**src/design/vga_config.svh**
```systemverilog
`ifndef VGA_CONFIG_SVH
`define VGA_CONFIG_SVH

`default_nettype none

// 640x480 at 60 Hz, horizontal values in pixels
`define VGA_H_DISP 640
`define VGA_H_FP 16
`define VGA_H_PW 96
`define VGA_H_BP 48

// vertical values in lines
`define VGA_V_DISP 480
`define VGA_V_FP 10
`define VGA_V_PW 2
`define VGA_V_BP 33

`define VGA_H_PV 1'b0 // negative hsync
`define VGA_V_PV 1'b0 // negative vsync

`define VGA_H_W 10 // holds 0..799
`define VGA_V_W 10 // holds 0..524

`define VGA_FIFO_DEPTH 16 // power of two
`define VGA_CREDIT_W 5 // holds 0..depth

`default_nettype wire

`endif

```
**src/design/vga_pkg.sv**
```systemverilog
`include "vga_config.svh"

`default_nettype none

package vga_pkg;

	typedef struct packed {
		logic [4:0] r;
		logic [5:0] g;
		logic [4:0] b;
	} rgb565_t;

	typedef struct packed {
		logic valid; // beat strobe, one credit each
		logic sof; // first pixel of a frame
		rgb565_t pixel;
	} pix_in_t;

	typedef struct packed {
		logic sof;
		rgb565_t pixel;
	} pix_entry_t; // fifo word

	typedef struct packed {
		logic h_sync;
		logic v_sync;
		logic h_en;
		logic v_en;
		logic frame_start; // first active position of frame
		logic [`VGA_H_W-1:0] h_count;
		logic [`VGA_V_W-1:0] v_count;
	} vga_timing_t;

	typedef struct packed {
		logic [3:0] r;
		logic [3:0] g;
		logic [3:0] b;
		logic h_sync;
		logic v_sync;
	} vga_out_t;

	typedef struct packed {
		logic underrun; // sticky
		logic sof_err; // sticky
	} vga_status_t;

endpackage

`default_nettype wire

```
**src/design/pixel_ingress.sv**
```systemverilog
`include "vga_config.svh"

`default_nettype none

module pixel_ingress (
	input logic vga_clk,
	input logic rst,
	input vga_pkg::pix_in_t pix_in, // from renderer, credit governed
	input logic pop, // from output side
	output vga_pkg::pix_entry_t head, // oldest entry
	output logic head_valid,
	output logic credit // one pulse per freed entry
);

	localparam int DEPTH = `VGA_FIFO_DEPTH;
	localparam int PTR_W = $clog2(DEPTH);
	localparam logic [`VGA_CREDIT_W-1:0] FULL_COUNT = `VGA_CREDIT_W'(DEPTH);

	vga_pkg::pix_entry_t mem [DEPTH];

	logic [PTR_W-1:0] wr_ptr;
	logic [PTR_W-1:0] rd_ptr;
	logic [`VGA_CREDIT_W-1:0] count; // occupancy
	logic push;
	logic full;

	assign push = pix_in.valid;
	assign full = (count == FULL_COUNT);

	// storage, written at the tail
	always_ff @(posedge vga_clk) begin
		if (push) begin
			mem[wr_ptr] <= '{sof: pix_in.sof, pixel: pix_in.pixel};
		end
	end

	always_ff @(posedge vga_clk) begin
		if (rst) begin
			wr_ptr <= '0;
			rd_ptr <= '0;
			count <= '0;
			credit <= 1'b0;
		end else begin
			if (push) begin
				wr_ptr <= wr_ptr + 1'b1; // wraps at depth
			end
			if (pop) begin
				rd_ptr <= rd_ptr + 1'b1;
			end
			case ({push, pop})
				2'b10: count <= count + 1'b1;
				2'b01: count <= count - 1'b1;
				default: count <= count; // idle or push and pop together
			endcase
			credit <= pop; // entry freed, hand credit back
		end
	end

	assign head = mem[rd_ptr];
	assign head_valid = (count != '0);

	// upstream must hold a credit for every beat
	a_no_overflow: assert property (
		@(posedge vga_clk) disable iff (rst)
		push |-> !full
	) else $error("pixel pushed into a full FIFO");

	// output side only pops a presented head
	a_no_underflow: assert property (
		@(posedge vga_clk) disable iff (rst)
		pop |-> head_valid
	) else $error("pop from an empty FIFO");

endmodule

`default_nettype wire

```
**src/design/vga_sync_gen.sv**
```systemverilog
`include "vga_config.svh"

`default_nettype none

module vga_sync_gen (
	input logic vga_clk,
	input logic rst,
	output vga_pkg::vga_timing_t timing
);

	localparam int H_TOTAL = `VGA_H_DISP + `VGA_H_FP + `VGA_H_PW + `VGA_H_BP;

	// horizontal turning points
	localparam logic [`VGA_H_W-1:0] H_SYNC_START = `VGA_H_W'(`VGA_H_DISP + `VGA_H_FP - 1);
	localparam logic [`VGA_H_W-1:0] H_SYNC_END =
		`VGA_H_W'(`VGA_H_DISP + `VGA_H_FP + `VGA_H_PW - 1);
	localparam logic [`VGA_H_W-1:0] H_DISP_START = `VGA_H_W'(H_TOTAL - 1);
	localparam logic [`VGA_H_W-1:0] H_DISP_END = `VGA_H_W'(`VGA_H_DISP - 1);

	// vertical turning points, in lines
	localparam logic [`VGA_V_W-1:0] V_SYNC_START = `VGA_V_W'(`VGA_V_DISP + `VGA_V_FP - 1);
	localparam logic [`VGA_V_W-1:0] V_SYNC_END =
		`VGA_V_W'(`VGA_V_DISP + `VGA_V_FP + `VGA_V_PW - 1);
	localparam logic [`VGA_V_W-1:0] V_DISP_START =
		`VGA_V_W'(`VGA_V_DISP + `VGA_V_FP + `VGA_V_PW + `VGA_V_BP - 1);
	localparam logic [`VGA_V_W-1:0] V_DISP_END = `VGA_V_W'(`VGA_V_DISP - 1);

	localparam logic H_PV = `VGA_H_PV;
	localparam logic V_PV = `VGA_V_PV;

	logic [`VGA_H_W-1:0] h_count;
	logic [`VGA_V_W-1:0] v_count;
	logic h_sync;
	logic v_sync;
	logic h_en;
	logic v_en;

	always_ff @(posedge vga_clk) begin
		if (rst) begin
			h_count <= H_SYNC_START; // next edge opens the hsync pulse
			v_count <= V_SYNC_START;
			h_sync <= ~H_PV;
			v_sync <= ~V_PV;
			h_en <= 1'b0;
			v_en <= 1'b0;
		end else begin
			if (h_count == H_SYNC_END) begin
				h_count <= h_count + 1'b1;
				h_sync <= ~H_PV; // pulse over
			end else if (h_count == H_DISP_START) begin
				h_count <= '0; // wrap into active area
				h_en <= 1'b1;
			end else if (h_count == H_DISP_END) begin
				h_count <= h_count + 1'b1;
				h_en <= 1'b0;
			end else if (h_count == H_SYNC_START) begin
				h_count <= h_count + 1'b1;
				h_sync <= H_PV;
				// vertical steps once per line, at hsync start
				if (v_count == V_SYNC_END) begin
					v_count <= v_count + 1'b1;
					v_sync <= ~V_PV;
				end else if (v_count == V_DISP_START) begin
					v_count <= '0;
					v_en <= 1'b1;
				end else if (v_count == V_DISP_END) begin
					v_count <= v_count + 1'b1;
					v_en <= 1'b0;
				end else if (v_count == V_SYNC_START) begin
					v_count <= v_count + 1'b1;
					v_sync <= V_PV;
				end else begin
					v_count <= v_count + 1'b1;
				end
			end else begin
				h_count <= h_count + 1'b1;
			end
		end
	end

	assign timing.h_sync = h_sync;
	assign timing.v_sync = v_sync;
	assign timing.h_en = h_en;
	assign timing.v_en = v_en;
	assign timing.frame_start = h_en & v_en & (h_count == '0) & (v_count == '0);
	assign timing.h_count = h_count;
	assign timing.v_count = v_count;

	a_h_range: assert property (
		@(posedge vga_clk) disable iff (rst)
		h_count < `VGA_H_W'(H_TOTAL)
	) else $error("h_count left the 800 cycle line");

endmodule

`default_nettype wire

```
**src/design/vga_pixel_out.sv**
```systemverilog
`include "vga_config.svh"

`default_nettype none

module vga_pixel_out (
	input logic vga_clk,
	input logic rst,
	input vga_pkg::vga_timing_t timing,
	input vga_pkg::pix_entry_t head,
	input logic head_valid,
	output logic pop,
	output vga_pkg::vga_out_t vga, // to DAC, one cycle behind timing
	output vga_pkg::vga_status_t status
);

	logic active;
	logic [3:0] r_next;
	logic [3:0] g_next;
	logic [3:0] b_next;

	assign active = timing.h_en & timing.v_en;
	assign pop = active & head_valid; // empty FIFO means no pop

	// 565 down to 444 and black when nothing is popped
	always_comb begin
		if (pop) begin
			r_next = head.pixel.r[4:1];
			g_next = head.pixel.g[5:2];
			b_next = head.pixel.b[4:1];
		end else begin
			r_next = 4'h0;
			g_next = 4'h0;
			b_next = 4'h0;
		end
	end

	always_ff @(posedge vga_clk) begin
		if (rst) begin
			vga.r <= 4'h0;
			vga.g <= 4'h0;
			vga.b <= 4'h0;
			vga.h_sync <= ~`VGA_H_PV; // idle level
			vga.v_sync <= ~`VGA_V_PV;
			status <= '0;
		end else begin
			vga.r <= r_next;
			vga.g <= g_next;
			vga.b <= b_next;
			vga.h_sync <= timing.h_sync; // keeps syncs aligned with colour
			vga.v_sync <= timing.v_sync;
			status.underrun <= status.underrun | (active & ~head_valid);
			// sof flag must line up with the frame start position
			status.sof_err <= status.sof_err | (pop & (head.sof ^ timing.frame_start));
		end
	end

endmodule

`default_nettype wire

```
**src/design/vga_top.sv**
```systemverilog
`include "vga_config.svh"

`default_nettype none

module vga_top (
	input logic vga_clk,
	input logic rst,
	input vga_pkg::pix_in_t pix_in,
	output logic credit,
	output vga_pkg::vga_out_t vga,
	output vga_pkg::vga_status_t status
);

	vga_pkg::pix_entry_t head;
	logic head_valid;
	logic pop;
	vga_pkg::vga_timing_t timing;

	pixel_ingress i_pixel_ingress (
		.vga_clk (vga_clk),
		.rst (rst),
		.pix_in (pix_in),
		.pop (pop),
		.head (head),
		.head_valid (head_valid),
		.credit (credit)
	);

	vga_sync_gen i_vga_sync_gen (
		.vga_clk (vga_clk),
		.rst (rst),
		.timing (timing)
	);

	vga_pixel_out i_vga_pixel_out (
		.vga_clk (vga_clk),
		.rst (rst),
		.timing (timing),
		.head (head),
		.head_valid (head_valid),
		.pop (pop),
		.vga (vga),
		.status (status)
	);

endmodule

`default_nettype wire

```
**config.mk**
```make
export PLATFORM = sky130hd
export DESIGN_NAME = vga_top
export DESIGN_NICKNAME = d
export VERILOG_FILES = /design/src/design/vga_pkg.sv /design/src/design/pixel_ingress.sv /design/src/design/vga_sync_gen.sv /design/src/design/vga_pixel_out.sv /design/src/design/vga_top.sv
export VERILOG_INCLUDE_DIRS = /design/src /design/src/design
export SDC_FILE = /design/constraint.sdc
export NUM_CORES = 1
export LEC_CHECK = 0
export BUFFER_PORTS_ARGS = -buffer_cell sky130_fd_sc_hd__buf_2
export CAP_MARGIN = 25
export CORE_MARGIN = 2
export CORE_UTILIZATION = 50
export CTS_CLUSTER_DIAMETER = 100
export DETAILED_ROUTE_END_ITERATION = 16
export PLACE_DENSITY = 0.66
export SYNTH_ARGS = -nofsm -noshare
export SYNTH_HDL_FRONTEND = slang
export SYNTH_HIERARCHICAL = 1
export SYNTH_SLANG_ARGS = --single-unit
```
**constraint.sdc**
```tcl
create_clock -name vga_clk -period 4.45 [get_ports vga_clk]
set_input_delay 0.6675 -clock vga_clk [delete_from_list [all_inputs] [get_ports vga_clk]]
set_output_delay 0.6675 -clock vga_clk [all_outputs]
set_load 0.01 [all_outputs]
```
## Yosys cells after proc, flatten, opt, wreduce, memory -nomap -nowiden

Memories as Yosys holds them, arrays and structs flattened. A register that Yosys moved wholly into a read port is not among the register bits.
Cells that the tools add are included.

- Add/subtract/negate cells: 6
- Eq/ne operators: 12
- Muxes and demuxes: 17
- Bitwise gates (word level): 15
- Reduce and logical (&&, ||, !) cells: 14

Operator list:

| kind | number |
|---|---|
| == test 10 bit (second input constant) | 5 |
| two-way mux 10 bit | 4 |
| == test 10 x 9 -> 1 bit (second input constant) | 3 |
| adder 10 x 1 -> 10 bit (second input constant) | 2 |
| logical NOT 10 bit | 2 |
| two-way mux 1 bit | 10 |
| case mux 5 bit (2 select lines) | 1 |
| adder 4 x 1 -> 4 bit (second input constant) | 2 |
| two-way mux 4 bit | 2 |
| nonzero test 2 bit | 4 |
| AND reduction 7 bit | 1 |
| AND 1 bit | 6 |
| NOT 1 bit | 6 |
| AND reduction 6 bit | 1 |
| adder 5 x 1 -> 5 bit (second input constant) | 1 |
| nonzero test 5 bit | 1 |
| subtractor 5 x 1 -> 5 bit (second input constant) | 1 |
| inequality test 2 x 1 -> 1 bit (second input constant) | 2 |
| AND reduction 4 bit | 1 |
| OR reduction 2 bit | 2 |
| AND reduction 3 bit | 1 |
| == test 2 x 1 -> 1 bit (second input constant) | 1 |
| == test 2 bit (second input constant) | 1 |
| bitwise OR 1 bit | 2 |
| other kinds (2) | 2 |

- Flip-flop bits (word level): 54
- Memory bits (writable): 272
- Input port bits: 20
- Output and inout port bits: 17
- Word-level logic and storage cells: 82
- Memories: 1

Memories:

| memory | depth | width | rd ports | clocked after memory_dff | wr ports | line | RTL |
|---|---|---|---|---|---|---|---|
| i_pixel_ingress.mem | 16 | 17 | 1 | 1 | 1 | pixel_ingress.sv:19 | `vga_pkg::pix_entry_t mem [DEPTH];` |

## Depth between registers and ports, before layout

- Depth in word-level cells: 6
- Depth in mapped cells: 12

## Modules after synthesis

Netlist, hierarchy kept.

Modules (own cells, without submodules):

| module | times used | cells an instance | area an instance (um2) | seq. area each (um2) |
|---|---|---|---|---|
| pixel_ingress | 1 | 531 | 11195.7 | 8528.2 |
| vga_sync_gen | 1 | 162 | 1340.0 | 480.5 |
| vga_pixel_out | 1 | 39 | 493.0 | 320.3 |

## Worst setup path before layout

No wires, ideal clock.

- Kind: input to register
- Start point: in pix_in[17] (netlist name)
- End point: reg i_pixel_ingress.count[4]
- Setup time: 0.121 ns
- Data arrival time: 2.413 ns
- Data required time: 4.329 ns
- Setup slack: 1.917 ns
- Stages on the path: 10
- Path buffers: 2
- Path through: clkbuf_1 -> inv_1 -> ha_1 -> clkbuf_1 -> xor2_1 -> ha_1 -> nor3_1 -> o211ai_1 -> o31ai_1 -> mux2_2

- Longest elaborated chain between the ends: 2
- Elaborated cells on any way between the ends: 4

RTL lines:

| item | line | RTL |
|---|---|---|
| from (decl) | vga_top.sv:8 | `input vga_pkg::pix_in_t pix_in,` |
| == test 2 x 1 -> 1 bit / == test 2 bit (equally long branches) | pixel_ingress.sv:50 | `case ({push, pop})` |
| case mux 5 bit (2 select lines) / nonzero test 2 bit (equally long branches) | -- |  |
| to (signal assigned) | pixel_ingress.sv:51 | `2'b10: count <= count + 1'b1;` |
| to (signal assigned) | pixel_ingress.sv:52 | `2'b01: count <= count - 1'b1;` |
| to (signal assigned) | pixel_ingress.sv:53 | `default: count <= count;` |
| to (decl) | pixel_ingress.sv:23 | `` logic [`VGA_CREDIT_W-1:0] count; `` |

Parallel ways exist; a longest one is shown, timed or not.
A chain may end at the register's enable or synchronous reset.

## Worst setup path in the final report

- Start point: reg i_pixel_ingress.count[1]
- End point: reg i_pixel_ingress.count[4]

- Longest elaborated chain between the ends: 4
- Elaborated cells on any way between the ends: 8

RTL lines:

| item | line | RTL |
|---|---|---|
| nonzero test 5 bit (*) | pixel_ingress.sv:60 | `assign head_valid = (count != '0);` |
| net head_valid | vga_top.sv:15 | `logic head_valid;` |
| AND 1 bit (*) | vga_pixel_out.sv:22 | `assign pop = active & head_valid;` |
| net pop | vga_top.sv:16 | `logic pop;` |
| == test 2 x 1 -> 1 bit / == test 2 bit (equally long branches) | pixel_ingress.sv:50 |  |
| case mux 5 bit (2 select lines) / nonzero test 2 bit (equally long branches) | -- |  |

The timed path passes the listed nets; every way through them passes the cells marked *.

==> metrics.md <==
| Metric | Value |
|---|---|
| Switching component of the power | 0.00108 W |
| Number of synthesis warnings | 6 |
| Number of global-route vias before repair | 5614 |
| Data required, critical path | 4880 ps |
| Worst-case clock skew | 10.4 ps |
| Largest fanout on the critical path | 8 |
| Clock buffer count from CTS | 27 |
| Max-cap check violation count | 0 |
| Initial antenna violation count | 0 |
| Pin count of the biggest net entering global routing | 40 |
| Global-route wire length before repair | 32100 um |
| Portion of total power attributed to combinational logic | 4.0% |
| I/O pin cnt | 37 |
| Total iterations of the first detailed-routing run | 4 |
| Total nets after synthesis | 674 |
| Final weighted congestion of routability-driven global placement | 0.792 |
| Deepest level of the CTS H-tree | 1 |
| Gate count of the mapped netlist | 640 |
| Clock tree root driver cell | sky130_fd_sc_hd__clkbuf_16 |
| Die Width | 150 um |
| Detailed Route Iter0 Violations | 505 |
| Peak ir drop on the vdd network | 0.000239 V |
| CTS sink cnt | 266 |
| Post-layout min period | 2650 ps |
| Total power divided by cell area | 435 nW/um^2 |
| Relative slew slack | 32.0% |
| R2r worst-path depth | 9 |
| Remaining global-route overflow | 0 |
| Run status | finished clean |
| Post-Place Cell Area | 10900 um^2 |
| Fraction of the cycle the final worst path needs | 59.6% |
| Path category of the worst min-delay check | reg -> reg |
| Power share of the clock group | 42.1% |
| Nature of the critical path startpoint | flop |
| Pint | 0.00405 W |
| Antenna-violating nets left | 0 |
| Actual slew at the worst max-slew pin | 1020 ps |
| Proportion of total power due to net switching | 21.1% |
| Worst Hold Path EP | i_vga_pixel_out/status[1] |
| Detailed-route via count | 5550 |
| Core area | 21000 um^2 |
| Kind of end point of the critical path | flop |
| Post-layout nets | 696 |
| Antenna fix cells | 0 |
| Hpwl dp | 12000 um |
| Post-cts sizing count | 0 |
| Height of the chip | 150 um |
| Design area | 11800 um^2 |
| Post-CTS Repair Setup Buffers | 0 |
| Synth-to-Final Area Change | 10.7% |
| DRC violations left | 0 |
| Leakage power of the design | 4.05 nW |
| Layout cell share with drive strength beyond 1 | 19.8% |
| Average instance area after synthesis | 16.7 um^2 |
| Register share of total power | 53.9% |
| Number of buffers on the longest clock path | 3 |
| Count of pins over their slew limit | 0 |
| Beginning of the worst hold path | i_vga_pixel_out/status[1] |
| Fin util | 56.3% |
| Number of hold violations in the final report | 0 |
| Number of hold buffers added after CTS | 0 |
| Post-Route Setup TNS | 0 ps |
| Worst EP arrival | 3080 ps |
| Routed Wire Length | 20700 um |
| Rows | 53 |
| Worst skew pair latency | 540 ps |
| Internal reg-to-reg setup slack | 1800 ps |
| Synthesized cell area | 10700 um^2 |
| Launch point of the worst reg-to-reg path | i_pixel_ingress/count[1] |
| Worst hold slack | 446 ps |
| Hold depth | 2 |
| Reg clk slew, reported paths | 60 ps |
| Count of input and output buffers | 32 |
| Starting density of the core | 50.9% |
| Mean number of vias per cell | 5.79 |
| Max Clk Rate | 0.377 GHz |
| Avg WL per Cell | 21.6 um |
| Combined global-route utilization of all metal layers | 19.1% |
| Worst setup slack after placement | 1860 ps |
| Unrepaired setup endpoints after global routing | no |
| Setup slack of the critical path after layout | 1800 ps |
| Final setup violation count | 0 |
| Die ar. | 22500 um^2 |
| Worst r2r dst | i_pixel_ingress/count[4] |
| CTS tree | built |
| Setup Crit Path Kind | reg -> reg |
-- cell usage in the layout (no fill, tap or decap), types with 7 or more instances in the layout --
master and n:
sky130_fd_sc_hd__edfxtp_1 208, sky130_fd_sc_hd__dfxtp_1 56, sky130_fd_sc_hd__mux4_2 46, sky130_fd_sc_hd__buf_2 32, sky130_fd_sc_hd__nand2_1 31, sky130_fd_sc_hd__nor2_1 30
sky130_fd_sc_hd__clkbuf_16 27, sky130_fd_sc_hd__a22oi_1 26, sky130_fd_sc_hd__and2_1 21, sky130_fd_sc_hd__inv_1 14, sky130_fd_sc_hd__ha_1 14, sky130_fd_sc_hd__xor2_1 13
sky130_fd_sc_hd__and3_1 12, sky130_fd_sc_hd__nor3_1 12, sky130_fd_sc_hd__clkinv_1 10, sky130_fd_sc_hd__a21oi_1 9, sky130_fd_sc_hd__nand3_1 9, sky130_fd_sc_hd__nand4_1 8
sky130_fd_sc_hd__and2_4 7
-- flip-flops by register name (all words and copies together) (netlist names), 2 cells and up, named ones only --
| register | flops |
|---|---|
| i_vga_sync_gen/h_count | 10 |
| i_pixel_ingress/wr_ptr | 4 |
| i_vga_sync_gen/v_count | 10 |
| i_pixel_ingress/count | 5 |
| i_vga_pixel_out/status | 2 |
| i_pixel_ingress/mem | 208 |
| i_vga_pixel_out/vga | 14 |
| i_pixel_ingress/rd_ptr | 4 |
-- power by group through the flow --
stage / Combinational (W) / Sequential, W / Clock (W)
2_1_floorplan: 0.000151 / 0.00280 / 0
3_3_place_gp: 0.000195 / 0.00281 / 0
3_5_place_dp: 0.000206 / 0.00282 / 0
4_1_cts: 0.000208 / 0.00276 / 0.00220
5_1_grt: 0.000231 / 0.00277 / 0.00230
6_report: 0.000206 / 0.00276 / 0.00216
-- cell type report --
type                       instances  area, um^2
clock inverter                    18         148
inverter                          14        52.6
fill                            1641        9150
multi-input combinational        316        2940
timing repair buffer              37         198
sequential                       266        7410
tap                              275         344
clock buffer                      32         704
-- per-layer routing --
metal	part of all wire, %	routed length (um)	global-route usage (%)	vias to the layer above
met5	0	0	0	-
li1	-	-	-	2536
met2	51	10600	32.9	136
met1	42	8720	25.9	2851
met4	1.5	310	4.62	0
met3	5.2	1070	2.74	27
-- critical path, cell delays in order (launching register included) --
cell and delay (ps):
sky130_fd_sc_hd__dfxtp_1 480, sky130_fd_sc_hd__nor3_1 110, sky130_fd_sc_hd__nand2_1 100, sky130_fd_sc_hd__and3_1 340
sky130_fd_sc_hd__ha_1 400, sky130_fd_sc_hd__xor2_1 190, sky130_fd_sc_hd__ha_1 220, sky130_fd_sc_hd__a31oi_1 100
sky130_fd_sc_hd__o31ai_1 240, sky130_fd_sc_hd__mux2_2 360
-- worst max-delay path by stage --
stage                                   from  slack (ps)                       end
CTS                 i_pixel_ingress/count[1]        1840  i_pixel_ingress/count[4]
finish              i_pixel_ingress/count[1]        1800  i_pixel_ingress/count[4]
global placement                        flop        1950    i_vga_pixel_out/vga[7]
global route        i_pixel_ingress/count[1]        1500  i_pixel_ingress/count[4]
floorplan                         pix_in[17]        1920  i_pixel_ingress/count[4]
detailed placement  i_pixel_ingress/count[1]        1860  i_pixel_ingress/count[4]
-- stage by stage --
step           cells  power, W
6_report         958   0.00513
5_1_grt          958   0.00530
4_1_cts          958   0.00517
3_5_place_dp     908   0.00302
3_3_place_gp     908   0.00301
2_1_floorplan    640   0.00295
(Power assumes the default switching activity.)
